===== config.mk =====
export PLATFORM = sky130hd
export DESIGN_NAME = pwo_operand_feeder
export DESIGN_NICKNAME = d
export VERILOG_FILES = /design/src/verilog/pwo_pkg.sv /design/src/verilog/pwo_operand_feeder.sv
export SDC_FILE = /design/constraint.sdc
export NUM_CORES = 1
export LEC_CHECK = 0
export BUFFER_PORTS_ARGS = -buffer_cell sky130_fd_sc_hd__buf_2
export CELL_PAD_IN_SITES_DETAIL_PLACEMENT = 1
export CELL_PAD_IN_SITES_GLOBAL_PLACEMENT = 2
export CORE_ASPECT_RATIO = 0.8
export CORE_MARGIN = 2
export CORE_UTILIZATION = 27
export CTS_BUF_LIST = sky130_fd_sc_hd__clkbuf_4 sky130_fd_sc_hd__clkbuf_8
export CTS_CLUSTER_SIZE = 12
export DETAILED_ROUTE_END_ITERATION = 6
export GPL_ROUTABILITY_DRIVEN = 0
export PLACE_DENSITY_LB_ADDON = 0.05
export SYNTH_ARGS = -nofsm -noshare
export SYNTH_HDL_FRONTEND = slang
export SYNTH_SLANG_ARGS = --single-unit

===== constraint.sdc =====
create_clock -name clk -period 2.6 [get_ports clk]
set_input_delay 0.39 -clock clk [delete_from_list [all_inputs] [get_ports clk]]
set_output_delay 0.39 -clock clk [all_outputs]
set_load 0.05 [all_outputs]

===== src/verilog/pwo_pkg.sv =====
/*
 * PWO engine shared definitions
 * Field constants for q = 8380417, the row memory geometry,
 * the vector types for coefficients, rows and row addresses,
 * and the operation and host select encodings.
 */

package pwo_pkg;

    // ====================
    // Field
    // ====================
    localparam logic [22:0] COEFF_Q    = 23'd8380417;
    localparam int          COEFF_W    = 24;
    // 2^23 mod q, used to fold the upper product bits back down
    localparam logic [12:0] COEFF_FOLD = 13'd8191;

    // ====================
    // Memory geometry
    // ====================
    localparam int LANES      = 4;
    localparam int N_COEFF    = 256;
    localparam int ROWS       = N_COEFF / LANES;
    localparam int ROW_ADDR_W = $clog2(ROWS);
    localparam int ROW_W      = LANES * COEFF_W;

    typedef logic [COEFF_W-1:0]    coeff_t;
    // Lane i sits at bits i*COEFF_W upward
    typedef logic [ROW_W-1:0]      row_t;
    typedef logic [ROW_ADDR_W-1:0] row_addr_t;

    typedef enum logic [1:0] {
        PWO_MUL = 2'd0,
        PWO_ADD = 2'd1,
        PWO_SUB = 2'd2
    } pwo_mode_t;

    // Target memory of a host write
    typedef enum logic [1:0] {
        SEL_A = 2'd0,
        SEL_B = 2'd1,
        SEL_C = 2'd2
    } host_sel_t;

endpackage


===== src/verilog/pwo_operand_feeder.sv =====
/*
 * Operand feeder
 * Walks the rows of one polynomial, issues the memory reads and
 * presents the operand rows to the lanes one cycle later.
 * In sampler mode a row is issued only on a sampler strobe.
 */

`timescale 1ns/100ps

module pwo_operand_feeder (
    input  logic                clk,
    input  logic                rst_n,
    input  logic                zeroize,
    input  logic                start,
    input  pwo_pkg::pwo_mode_t  mode,
    input  logic                accumulate,
    input  logic                sampler_mode,
    input  logic                sampler_valid,
    input  pwo_pkg::row_t       sampler_data,
    input  logic                done,
    output logic                busy,
    output logic                rd_en,
    output pwo_pkg::row_addr_t  rd_addr,
    output logic                acc_rd_en,
    input  pwo_pkg::row_t       mem_b_rdata,
    output logic                op_valid,
    output pwo_pkg::row_addr_t  op_addr,
    output pwo_pkg::pwo_mode_t  op_mode,
    output pwo_pkg::row_t       op_b,
    output logic                op_c_en
);

    typedef enum logic [1:0] {
        IDLE,
        RUN,
        DRAIN
    } feed_state_t;

    feed_state_t         state;
    pwo_pkg::row_addr_t  row_cnt;
    pwo_pkg::pwo_mode_t  mode_q;
    logic                acc_q;
    logic                smp_q;
    pwo_pkg::row_t       smp_row;
    logic                issue;

    // Memory mode issues every cycle, sampler mode waits for the strobe
    assign issue     = (state == RUN) && (!smp_q || sampler_valid);
    assign rd_en     = issue;
    assign rd_addr   = row_cnt;
    assign acc_rd_en = issue && acc_q;

    // Busy drops together with the done pulse from the writer
    assign busy = (state == RUN) || ((state == DRAIN) && !done);

    // ====================
    // Sequencing FSM
    // ====================
    always_ff @(posedge clk) begin
        if (!rst_n || zeroize) begin
            state   <= IDLE;
            row_cnt <= '0;
            mode_q  <= pwo_pkg::PWO_MUL;
            acc_q   <= 1'b0;
            smp_q   <= 1'b0;
        end else if (start && !busy) begin
            state   <= RUN;
            row_cnt <= '0;
            mode_q  <= mode;
            acc_q   <= accumulate;
            smp_q   <= sampler_mode;
        end else begin
            case (state)
                RUN: begin
                    if (issue) begin
                        row_cnt <= row_cnt + 1'b1;
                        if (row_cnt == pwo_pkg::row_addr_t'(pwo_pkg::ROWS - 1)) begin
                            state <= DRAIN;
                        end
                    end
                end
                DRAIN: begin
                    if (done) begin
                        state <= IDLE;
                    end
                end
                default: begin
                    state <= IDLE;
                end
            endcase
        end
    end

    // Sampler row captured with its strobe, lines up with memory data
    always_ff @(posedge clk) begin
        if (zeroize) begin
            smp_row <= '0;
        end else if (sampler_valid) begin
            smp_row <= sampler_data;
        end
    end

    // ====================
    // Operand alignment
    // ====================
    always_ff @(posedge clk) begin
        if (!rst_n || zeroize) begin
            op_valid <= 1'b0;
            op_c_en  <= 1'b0;
        end else begin
            op_valid <= issue;
            op_c_en  <= acc_rd_en;
        end
    end

    always_ff @(posedge clk) begin
        op_addr <= row_cnt;
        op_mode <= mode_q;
    end

    assign op_b = smp_q ? smp_row : mem_b_rdata;

endmodule


==> metrics <==
Arr. time, crit path=1.90 ns; required time at the worst-slack endpoint=2.21 ns; vias=4766; count of final hold-check violations=0; antenna violations before repair=1; Pwr per Cell Area=621 nW/um^2; Design Area, Final=7520 um^2; status=finished clean; Clk pin slew, worst setup/hold paths=0.08 ns; DR top layer=met5; Setup WS post-layout=0.310 ns; worst skew pair latency=0.42 ns; f_max=437 MHz; Hold-fix buffers, CTS=0; synth top area cells=dfxtp_1 44%, mux2_2 20%, mux2i_1 18%, nor2_1 6.9%, buf_2 1.9%; CP max-delay cell=dfxtp_4; final setup skew=0.0131 ns; Sink Count=118; initial core utilization=27.8%; worst slew pin tran=1.05 ns; post-synth top area share=44.2%; Routed Antenna Nets=0; r2r setup slk=0.88 ns; Ys Warns=0; largest stage delay on the critical path=0.61 ns; metal3 WL=1.41 mm; CTS tree=yes; Longest Clk Path Bufs=2; placed cell area=7110 um^2; Peak VDD IR=0.000276 V; cts bufs inserted=17; clk root buf=clkbuf_8; height of the die=130 um; endpoints failing setup=0; setup_tns=0 ns; Static Leak=3.68 nW; number of global-route vias before repair=4921; Port Buffers=316; Crit. Startpoint=smp_q$_SDFFE_PP0P_; global-route wire length before repair=26.1 mm; post-synth cell types=28; utilization after layout=39.2%; DRT Pass-1 Iters=4; Total Power=4.67 mW; Hold Crit Class=input port to flop; Layout Nets=1007; worst-path cell chain=buf_12 -> mux2_2 -> buf_2; Synth Flop Type=dfxtp_1; Layout area overhead=40.7%; startpoint types=flop; HPWL after DPL=13.0 mm; Async S/R FF share, synth=0%; Setup Fix Bufs, Post-CTS=0; post-CTS resize count=0; CP Class=flop to output pin; Core Box Area=19200 um^2; RSZ-0062 raised after global routing=false; fin crit share=88.1%; pre-CTS setup slack=0.711 ns; fin. max-slew vios=0; post-synthesis sequential area ratio=44.2%; final WL=17.1 mm; Post-Synthesis Cell Area=5340 um^2; DR WL met2=8.57 mm; num rows=45; Crit Path Max Fanout=37; I/O pin cnt=317; GR Overflow Total=0; Post-synth EDFFs=0; fill count=2254; Via density=4.44; reg2reg start=state[0]$_SDFFE_PP0P_; First DRT Iteration DRCs=119; Rel. slew slack=30.0%; post-synthesis net count=708; Worst setup EP type=output pin; Total Die Area=20900 um^2; worst reg2reg path depth=3; most common cell in the synthesized netlist=dfxtp_1; Mean Syn Cell Area=10.6 um^2; Mapped Cells=505; max cap viols=0; total track usage=16.0%; DR WL/cell=16.0 um; share of post-route cells with drive strength above 1=55.2%; Clock H-tree levels=4; crit path to=op_b[23]; Synth Register Bits=118; crit path time final=2.29 ns; cell taking the most area after synthesis=dfxtp_1; drt drc=0; reg2reg end=rd_addr[5]$_SDFFE_PP0P_; Metal-1 WL=7.03 mm; largest net degree at the start of global routing=97; die extent in x=161 um; most instantiated cells after synthesis=118 x dfxtp_1, 98 x nor2_1, 97 x mux2_2
==> flip-flops by register name (all words and copies together), names as in the netlist <==
register and flops:
smp_q 1, acc_q 1, op_mode 2, rd_addr 6, mode_q 2, op_c_en 1, smp_row 96, state 2
op_addr 6, op_valid 1
==> critical path, delay by kind of cell (launching register included) <==
kind | cells | cell delay [ns]
flops | 1 | 0.61
mux | 1 | 0.36
buf+inv | 2 | 0.48
==> cells by family after synthesis <==
logic type	after synthesis	synth area share, %
compound gates	24	2.83
fa+ha+maj	1	0.234
simple gates	125	10.1
buf+inv	44	4.19
mux	193	38.4
flops	118	44.2
==> metrics by stage <==
| stage | instances | hold WS [ns] |
|---|---|---|
| global route | 1073 | 0.177 |
| finish | 1074 | 0.199 |
| detailed placement | 1043 | 0.355 |
| floorplan | 505 | 0.331 |
| CTS | 1073 | 0.167 |
| global placement | 1043 | 0.341 |
==> how the worst min path moves through the flow <==
stage                      startpoint                        to  slack (ns)  depth (start not counted)
2_1_floorplan  mode_q[0]$_SDFFE_PP0P_        op_mode[0]$_DFF_P_        0.33                          0
3_3_place_gp   mode_q[1]$_SDFFE_PP0P_        op_mode[1]$_DFF_P_        0.34                          0
3_5_place_dp   mode_q[0]$_SDFFE_PP0P_        op_mode[0]$_DFF_P_        0.36                          0
4_1_cts              sampler_data[63]  smp_row[63]$_SDFFE_PP0P_        0.17                          3
5_1_grt              sampler_data[15]  smp_row[15]$_SDFFE_PP0P_        0.18                          3
6_report             sampler_data[95]  smp_row[95]$_SDFFE_PP0P_        0.20                          3
==> power by group <==
group          switching, mW  internal [mW]
Sequential            0.0610           1.90
Clock                  0.730           1.00
Combinational          0.616          0.362
==> layer usage <==
metal | track usage [%] | vias up
li1 | - | 2349
met1 | 18.9 | 2228
met3 | 6.01 | 10
met5 | 0 | -
met4 | 3.94 | 2
met2 | 27.8 | 177
==> area by class of cell <==
type | count | area, um^2 | share of cell area [%]
antenna | 1 | 2.50 | 0.0333
clock buffer | 21 | 277 | 3.68
timing repair buffer | 320 | 1650 | 22.0
sequential | 118 | 2370 | 31.5
multi-input combinational | 343 | 2760 | 36.7
clock inverter | 9 | 128 | 1.70
tap | 258 | 323 | 4.29
inverter | 4 | 15.0 | 0.200
==> layout by cell type (no fill, tap or decap), types with 2 or more instances in the layout <==
cell type / instances
buf_2: 315
dfxtp_1: 117
nor2_1: 98
mux2_2: 97
mux2i_1: 96
clkbuf_8: 19
a21oi_1: 11
o31ai_1: 8
nand3_1: 5
inv_1: 4
or4_1: 4
nand4_1: 4
nand2b_1: 3
nand2_1: 3
bufinv_16: 3
clkinv_2: 3
clkinvlp_4: 3
buf_12: 3
o21ai_0: 2
a311oi_1: 2
clkbuf_4: 2
buf_4: 2
(Power assumes the default switching activity.)
