`src/verilog/pwo_pkg.sv`:
```
/*
 * PWO engine shared definitions
 * Field constants for q = 8380417, the row memory geometry,
 * the vector types for coefficients, rows and row addresses,
 * and the operation and host select encodings.
 */

package pwo_pkg;

    // ====================
    // Field
    // ====================
    localparam logic [22:0] COEFF_Q    = 23'd8380417;
    localparam int          COEFF_W    = 24;
    // 2^23 mod q, used to fold the upper product bits back down
    localparam logic [12:0] COEFF_FOLD = 13'd8191;

    // ====================
    // Memory geometry
    // ====================
    localparam int LANES      = 4;
    localparam int N_COEFF    = 256;
    localparam int ROWS       = N_COEFF / LANES;
    localparam int ROW_ADDR_W = $clog2(ROWS);
    localparam int ROW_W      = LANES * COEFF_W;

    typedef logic [COEFF_W-1:0]    coeff_t;
    // Lane i sits at bits i*COEFF_W upward
    typedef logic [ROW_W-1:0]      row_t;
    typedef logic [ROW_ADDR_W-1:0] row_addr_t;

    typedef enum logic [1:0] {
        PWO_MUL = 2'd0,
        PWO_ADD = 2'd1,
        PWO_SUB = 2'd2
    } pwo_mode_t;

    // Target memory of a host write
    typedef enum logic [1:0] {
        SEL_A = 2'd0,
        SEL_B = 2'd1,
        SEL_C = 2'd2
    } host_sel_t;

endpackage

```
`src/verilog/pwo_result_writer.sv`:
```
/*
 * Result writer
 * Registers the packed lane results as a write to memory C,
 * counts the rows written and pulses done one cycle after
 * the last row of the polynomial.
 */

`timescale 1ns/100ps

module pwo_result_writer (
    input  logic                clk,
    input  logic                rst_n,
    input  logic                zeroize,
    input  logic                in_valid,
    input  pwo_pkg::row_addr_t  in_addr,
    input  pwo_pkg::row_t       lane_res,
    output logic                wr_en,
    output pwo_pkg::row_addr_t  wr_addr,
    output pwo_pkg::row_t       wr_data,
    output logic                done
);

    pwo_pkg::row_addr_t wr_cnt;

    // ====================
    // Row count and done
    // ====================
    always_ff @(posedge clk) begin
        if (!rst_n || zeroize) begin
            wr_en  <= 1'b0;
            wr_cnt <= '0;
            done   <= 1'b0;
        end else begin
            wr_en <= in_valid;
            done  <= 1'b0;
            if (wr_en) begin
                if (wr_cnt == pwo_pkg::row_addr_t'(pwo_pkg::ROWS - 1)) begin
                    wr_cnt <= '0;
                    done   <= 1'b1;
                end else begin
                    wr_cnt <= wr_cnt + 1'b1;
                end
            end
        end
    end

    // Write payload
    always_ff @(posedge clk) begin
        if (in_valid) begin
            wr_addr <= in_addr;
            wr_data <= lane_res;
        end
    end

endmodule

```
`config.mk`:
```
export PLATFORM = sky130hd
export DESIGN_NAME = pwo_result_writer
export DESIGN_NICKNAME = d
export VERILOG_FILES = /design/src/verilog/pwo_pkg.sv /design/src/verilog/pwo_result_writer.sv
export SDC_FILE = /design/constraint.sdc
export NUM_CORES = 1
export LEC_CHECK = 0
export BUFFER_PORTS_ARGS = -buffer_cell sky130_fd_sc_hd__clkbuf_2
export CAP_MARGIN = 20
export CELL_PAD_IN_SITES_DETAIL_PLACEMENT = 0
export CELL_PAD_IN_SITES_GLOBAL_PLACEMENT = 1
export CORE_UTILIZATION = 36
export DETAILED_ROUTE_END_ITERATION = 7
export HOLD_SLACK_MARGIN = 0.12
export PLACE_DENSITY_LB_ADDON = 0.25
export SYNTH_ARGS = -nofsm -noshare
export SYNTH_HDL_FRONTEND = slang
export SYNTH_SLANG_ARGS = --single-unit
```
`constraint.sdc`:
```
create_clock -name clk -period 2 [get_ports clk]
set_input_delay 0.4 -clock clk [delete_from_list [all_inputs] [get_ports clk]]
set_output_delay 0.4 -clock clk [all_outputs]
set_load 0.02 [all_outputs]
```
==> results of run 1 <==
==> stage by stage <==
| stage | utilization | hold WS (ps) | cells |
|---|---|---|---|
| 2_1_floorplan | - | 445 | 134 |
| 3_3_place_gp | 0.518 | 487 | 453 |
| 3_5_place_dp | 0.518 | 476 | 453 |
| 4_1_cts | 0.539 | 189 | 468 |
| 5_1_grt | 0.539 | 175 | 468 |
| 6_report | 0.539 | 208 | 468 |
==> per-layer routing <==
layer | vias to the layer above | wire, um
met4 | 0 | 129
met2 | 136 | 3400
li1 | 966 | -
met3 | 12 | 834
met1 | 921 | 2500
met5 | - | 0
==> worst max path at each step <==
stage               startpoint   endpoint  slack, ps  depth (start not counted)
floorplan                wr_en  wr_cnt[5]        760                          3
global placement     wr_cnt[0]  wr_cnt[0]        810                          4
detailed placement   wr_cnt[0]  wr_cnt[3]        760                          4
CTS                      wr_en      wr_en        530                          1
global route             wr_en      wr_en        490                          1
finish                   wr_en      wr_en        560                          1
==> synthesized netlist by cell type, drive strengths merged, types with 2 or more instances <==
| cell type | instances | area share |
|---|---|---|
| nand4 | 2 | 0.0056 |
| nand2 | 3 | 0.0033 |
| nor2 | 5 | 0.0056 |
| edfxtp | 102 | 0.91 |
| o21ai | 2 | 0.0030 |
| xor2 | 3 | 0.0078 |
| dfxtp | 8 | 0.047 |
==> cells in the final DEF, fill, tap and decap left out <==
master,count
clkbuf_2,208
edfxtp_1,102
clkbuf_8,9
dfxtp_1,8
nor2_1,5
xor2_1,3
nand2_1,3
inv_6,2
buf_12,2
nand2b_1,1
nand4_1,1
nor2b_1,1
o21ai_1,1
nand4_2,1
mux2i_1,1
xnor2_1,1
and2_1,1
nor3_1,1
o21ai_0,1
or3_1,1
a21oi_2,1
ha_1,1
bufinv_16,1
clkinv_4,1
clkinv_2,1
clkinvlp_4,1
buf_4,1
==> registers in the layout (all words and copies together), names as in the netlist <==
register  flops
wr_data      96
wr_addr       6
wr_cnt        6
done          1
wr_en         1
==> cell families (layout without fill, tap and decap cells) <==
family	count (synthesis)	count (layout)	synth area share
adders and majority gates	1	1	0.00370
DFF	110	110	0.954
and+or+nand+nor	15	15	0.0233
muxes	1	1	0.00296
AOI/OAI and AO/OA	3	3	0.00555
buffers and inverters	0	226	0
xor gates and xnor gates	4	4	0.0104
==> final cells by class <==
type,instances,area share
clock buffers,9,0.0258
clock inverters,6,0.0144
multi-input cells,24,0.0324
flip-flops and latches,110,0.672
well taps,108,0.0282
repair buffers,211,0.227
==> power groups by stage <==
stage | Combinational (mW) | Clock (mW) | Sequential [mW]
5_1_grt | 0.559 | 1.44 | 2.76
3_5_place_dp | 0.537 | 0 | 2.80
4_1_cts | 0.538 | 1.35 | 2.74
6_report | 0.531 | 1.30 | 2.74
2_1_floorplan | 0.00557 | 0 | 3.02
3_3_place_gp | 0.534 | 0 | 2.79
==> impl_metrics.tcl, run 1 <==
set metrics [dict create \
    status "finished, final reports clean" \
    critPathMaxStageDelay_ps 470 \
    cts.hold.buffers_added 0 \
    design_area_um2 4790 \
    fp.dieH_um 98.9 \
    ir_worst_vdd_v 0.000420 \
    overflow 0 \
    cts_max_level 3 \
    hpwl_mm 5.22 \
    max_cap_viol_count 0 \
    path_buf_inv 1 \
    max_freq_mhz 695 \
    crit_path_start_kind "flop" \
    comb_power_share 0.116 \
    syn_to_final_growth_pct 41.9 \
    r2r-end "wr_cnt[0]" \
    p_int_mw 3.47 \
    gp_congestion 0.770 \
    min_period_over_period 0.719 \
    antenna_found_initial 0 \
    viasPerCell 4.35 \
    io-pin-count 210 \
    io_buffers 209 \
    finalClockSkew_ps 11.8 \
    tns_ps 0 \
    arrival_ps 1040 \
    layout-drive-gt1-share 0.633 \
    setup_viol 0 \
    powerDensity_nw_per_um2 954 \
    worstReg2RegStart "wr_cnt[0]" \
    synth-async-reset-ratio 0 \
    grt_max_degree 57 \
    num_vias 2035 \
    cts.path.max_buffers 2 \
    critPathTopFamily "flip-flops" \
    row_count 34 \
    grtUsageMet3 0.0638 \
    rsz0062_at_grt "false" \
    rrSetupSlack_ps 770 \
    synth_cell_type_count 18 \
    clkTransAtPathRegs_ps 110 \
    post-cts-setup-buffers 0 \
    avgSynthCellArea_um2 25.2 \
    syn-cell-area_um2 3380 \
    clockPowerShare 0.284 \
    use_met1 0.149 \
    drt-initial-drc-count 68 \
    hold_viol_final 0 \
    power_frac_seq 0.599 \
    drc 0 \
    leakagePower_nw 2.10 \
    slew_headroom 0.801 \
    worstMarginPinSlew_ps 298 \
    nNetsFinal 463 \
    min_delay_worst_endpoint "wr_data[6]" \
    track_usage 0.137 \
    finalPower_mw 4.57 \
    cpMaxStageDelayCell "dfxtp_1" \
    postRouteAntennaNets 0 \
    swShare 0.242 \
    grtUsageMet2 0.225 \
    multiInputGateArea_um2 155 \
    slew_violations 0 \
    hp-start "lane_res[6]" \
    n_antenna_cell 0 \
    period_needed_ps 1440 \
    post_drt_wl_per_cell_um 14.7 \
    ys_seq_area_frac 0.954 \
    register_area_um2 3220 \
    hold_depth 1 \
    path_max_fanout 6 \
    synthFlopType "edfxtp_1" \
    worst-setup-path-type "flop to primary output" \
    cts_buffers 9 \
    ys_ff_latch 110 \
    yosysWarnings 0 \
    core_region_area_um2 8890 \
    placed_cell_area_um2 4600 \
    final.setup.worst_slack_ps 562 \
    dieWidth_um 98.9 \
    p_switching_mw 1.11 \
    cp.required_ps 1600 \
    cts_sinks 110 \
    grt_pass1_vias 1939 \
    synth_edf_count 102 \
    post_cts_resize_count 0 \
    crit_chain "clkbuf_2" \
    busiest_layer "met2" \
    fill_cells 719 \
    dieArea_um2 9780 \
    cts-root-buf "clkbuf_8" \
    crit_path_end_kind "primary output" \
    synth_cells 134 \
    firstDrtPassIters 4 \
    hold_path_class "primary input to flop" \
    pre_cts_slack_ps 760 \
    grt_pass1_wl_mm 9.77 \
    cts_tree "yes" \
    syn_nets 241 \
    routed_wl_mm 6.86 \
    rr_worst_depth 4 \
    worstSkewPairLatency_ps 350 \
    initial_core_util 0.380 \
]
(Power assumes the default switching activity.)
==> run 2, diff against run 1 <==
--- a/config.mk
+++ b/config.mk
@@ -5,11 +5,12 @@
 export SDC_FILE = /design/constraint.sdc
 export NUM_CORES = 1
 export LEC_CHECK = 0
+export ABC_AREA = 1
 export BUFFER_PORTS_ARGS = -buffer_cell sky130_fd_sc_hd__clkbuf_2
 export CAP_MARGIN = 20
 export CELL_PAD_IN_SITES_DETAIL_PLACEMENT = 0
 export CELL_PAD_IN_SITES_GLOBAL_PLACEMENT = 1
-export CORE_UTILIZATION = 36
+export CORE_UTILIZATION = 33
 export DETAILED_ROUTE_END_ITERATION = 7
 export HOLD_SLACK_MARGIN = 0.12
 export PLACE_DENSITY_LB_ADDON = 0.25
==> constraint.sdc (replaced) <==
create_clock -name clk -period 1.4 [get_ports clk]
set_input_delay 0.28 -clock clk [delete_from_list [all_inputs] [get_ports clk]]
set_output_delay 0.28 -clock clk [all_outputs]
set_load 0.02 [all_outputs]
==> run 2 against run 1 <==
Against the previous run:
- combinational power grew 92%
- clock power grew 48%
- sequential share of layout area shrank 13 points
- critical path depth is the same
- critical path type unchanged
- critical endpoint unchanged
- largest power group unchanged
==> impl_metrics.tcl, run 2 <==
set metrics [dict create \
    dr_wl_met3_um 486 \
    ys_seq_area_frac 0.946 \
    setup_viol 0 \
    hold_viol_final 0 \
    synthSimpleGateAreaFrac 0.0320 \
    rsz0062_at_grt "false" \
    syn_to_final_growth_pct 73.2 \
    synth_compound_area_frac 0.00808 \
    overflow 0 \
    row_count 36 \
    synthXorXnorAreaFrac 0.00257 \
    gp_congestion 0.742 \
    pre_cts_slack_ps 246 \
    multiInputGateArea_um2 158 \
    cts_buffers 9 \
    postRouteAntennaNets 0 \
    hpwl_mm 6.17 \
    synthFlopType "edfxtp_1" \
    synth-async-reset-ratio 0 \
    period_needed_ps 1290 \
    crit_chain "clkbuf_2" \
    fp.dieH_um 104 \
    synth.area.top_cells "edfxtp_1 90%, dfxtp_1 4.7%, nand2_1 1.2%" \
    firstDrtPassIters 4 \
    crit_path_start "wr_en" \
    ys_ff_latch 110 \
    rrSetupSlack_ps 230 \
    grt_pass1_wl_mm 14.2 \
    muxShareOfSynthArea 0 \
    wl_met2_mm 5.13 \
    syn_nets 255 \
    slew_violations 0 \
    initial_core_util 0.344 \
    path_max_fanout 7 \
    largest_register_ffs 96 \
    r2r-end "wr_cnt[5]" \
    nNetsFinal 581 \
    regMostFlops "wr_data" \
    cpMaxStageDelayCell "dfxtp_1" \
    max_cap_viol_count 0 \
    fill_cells 801 \
    crit_path_end_kind "primary output" \
    path_buf_inv 1 \
    top_layer_used "met4" \
    crit_path_start_kind "flop" \
    largestRegisters "wr_data: 96 flops, wr_addr: 6 flops, wr_cnt: 6 flops" \
    cts.path.max_buffers 2 \
    cts.hold.buffers_added 102 \
    io_buffers 209 \
    finalClockSkew_ps 8.69 \
    tns_ps 0 \
    clkTransAtPathRegs_ps 100 \
    ir_worst_vdd_v 0.000554 \
    worst-setup-path-type "flop to primary output" \
    layout-drive-gt1-share 0.486 \
    synth_top_family_by_area "simple AND/OR/NAND/NOR gates" \
    placed_cell_area_um2 4680 \
    post-cts-setup-buffers 0 \
    leakagePower_nw 2.55 \
    track_usage 0.176 \
    avgSynthCellArea_um2 23.0 \
    post_drt_wl_per_cell_um 15.1 \
    drt-met1-wl_mm 3.49 \
    dieWidth_um 104 \
    dieArea_um2 10700 \
    worstSkewPairLatency_ps 350 \
    synth_fa_ha_area_frac 0.00367 \
    whs_ps 227 \
    synth_most_common_cell "edfxtp_1" \
    slew_headroom 0.788 \
    min_period_over_period 0.925 \
    post_cts_resize_count 0 \
    final_cell_mix "208 x clkbuf_2, 102 x dlygate4sd3_1, 102 x edfxtp_1" \
    hold_path_class "primary input to flop" \
    powerDensity_nw_per_um2 1170 \
    status "finished, final reports clean" \
    rr_worst_depth 6 \
    core_region_area_um2 9910 \
    yosysWarnings 0 \
    cts-root-buf "clkbuf_8" \
    critPathTopFamily "flip-flops" \
    cts_sinks 110 \
    grt_pass1_vias 2603 \
    register_area_um2 3220 \
    design_area_um2 5900 \
    drt-initial-drc-count 124 \
    critPathMaxStageDelay_ps 460 \
    n_antenna_cell 0 \
    drc 0 \
    worstReg2RegStart "wr_cnt[0]" \
    synth_top_area_share 0.899 \
    fin_util 0.595 \
    routed_wl_mm 9.23 \
    synth_edf_count 102 \
    cp.required_ps 1120 \
    synth_cells 148 \
    layout_commonest_cell "clkbuf_2" \
    max_freq_mhz 772 \
    arrival_ps 1010 \
    critPathCapture "wr_en" \
    final.setup.worst_slack_ps 105 \
    num_vias 2533 \
    cts_tree "yes" \
    syn-cell-area_um2 3410 \
    synth_cell_type_count 15 \
    cp.depth 1 \
    worstMarginPinSlew_ps 317 \
    yosys.area.top_type "edfxtp_1" \
    viasPerCell 4.14 \
    antenna_found_initial 0 \
    synth_common_cells "102 x edfxtp_1, 11 x nand2_1, 8 x dfxtp_1" \
    io-pin-count 210 \
    grt_max_degree 50 \
    cts_max_level 3 \
]
## run 2: cell types whose count changed in the layout (fill, tap and decap cells not counted), moves of 2 or more
cell and change:
a21oi_1 +3, buf_4 +2, dlygate4sd3_1 +102, inv_1 +7, nand2_1 +8, nor2_2 +3
xor2_1 -3
## run 2: cells by family after synthesis
group,after synthesis
adders and majority gates,1
buffers and inverters,7
xor gates and xnor gates,1
and+or+nand+nor,24
AOI/OAI and AO/OA,5
DFF,110
## run 2: final cells by class
cell class | count | area share
clock buffer | 10 | 0.0216
clock inverter | 6 | 0.0127
inverter | 7 | 0.00445
multi-input combinational | 31 | 0.0267
sequential | 110 | 0.546
tap | 133 | 0.0282
timing repair buffer | 315 | 0.360
## run 2: worst min-delay path by stage
stage	start	endpoint	cells after the start
2_1_floorplan	in_addr[0]	wr_addr[0]	0
3_3_place_gp	lane_res[37]	wr_data[37]	1
3_5_place_dp	lane_res[3]	wr_data[3]	1
4_1_cts	zeroize	wr_cnt[4]	4
5_1_grt	zeroize	wr_cnt[4]	4
6_report	zeroize	wr_cnt[4]	4
## run 2: where the power goes
part	internal, mW	switching, mW
logic	0.454	0.564
clock network	0.861	1.07
registers	3.85	0.0697
total	5.17	1.71
## run 2: metrics by stage
step | instances | power [mW]
after global routing | 612 | 7.17
after global placement | 494 | 4.77
final | 612 | 6.87
after CTS | 612 | 6.96
after floorplan | 148 | 4.33
after detailed placement | 494 | 4.79
## run 2: layer usage
metal  GRT usage  vias to the layer above
met1       0.191                     1208
met2       0.334                      106
met3      0.0447                       10
li1            -                     1209
met5           0                        -
met4      0.0559                        0
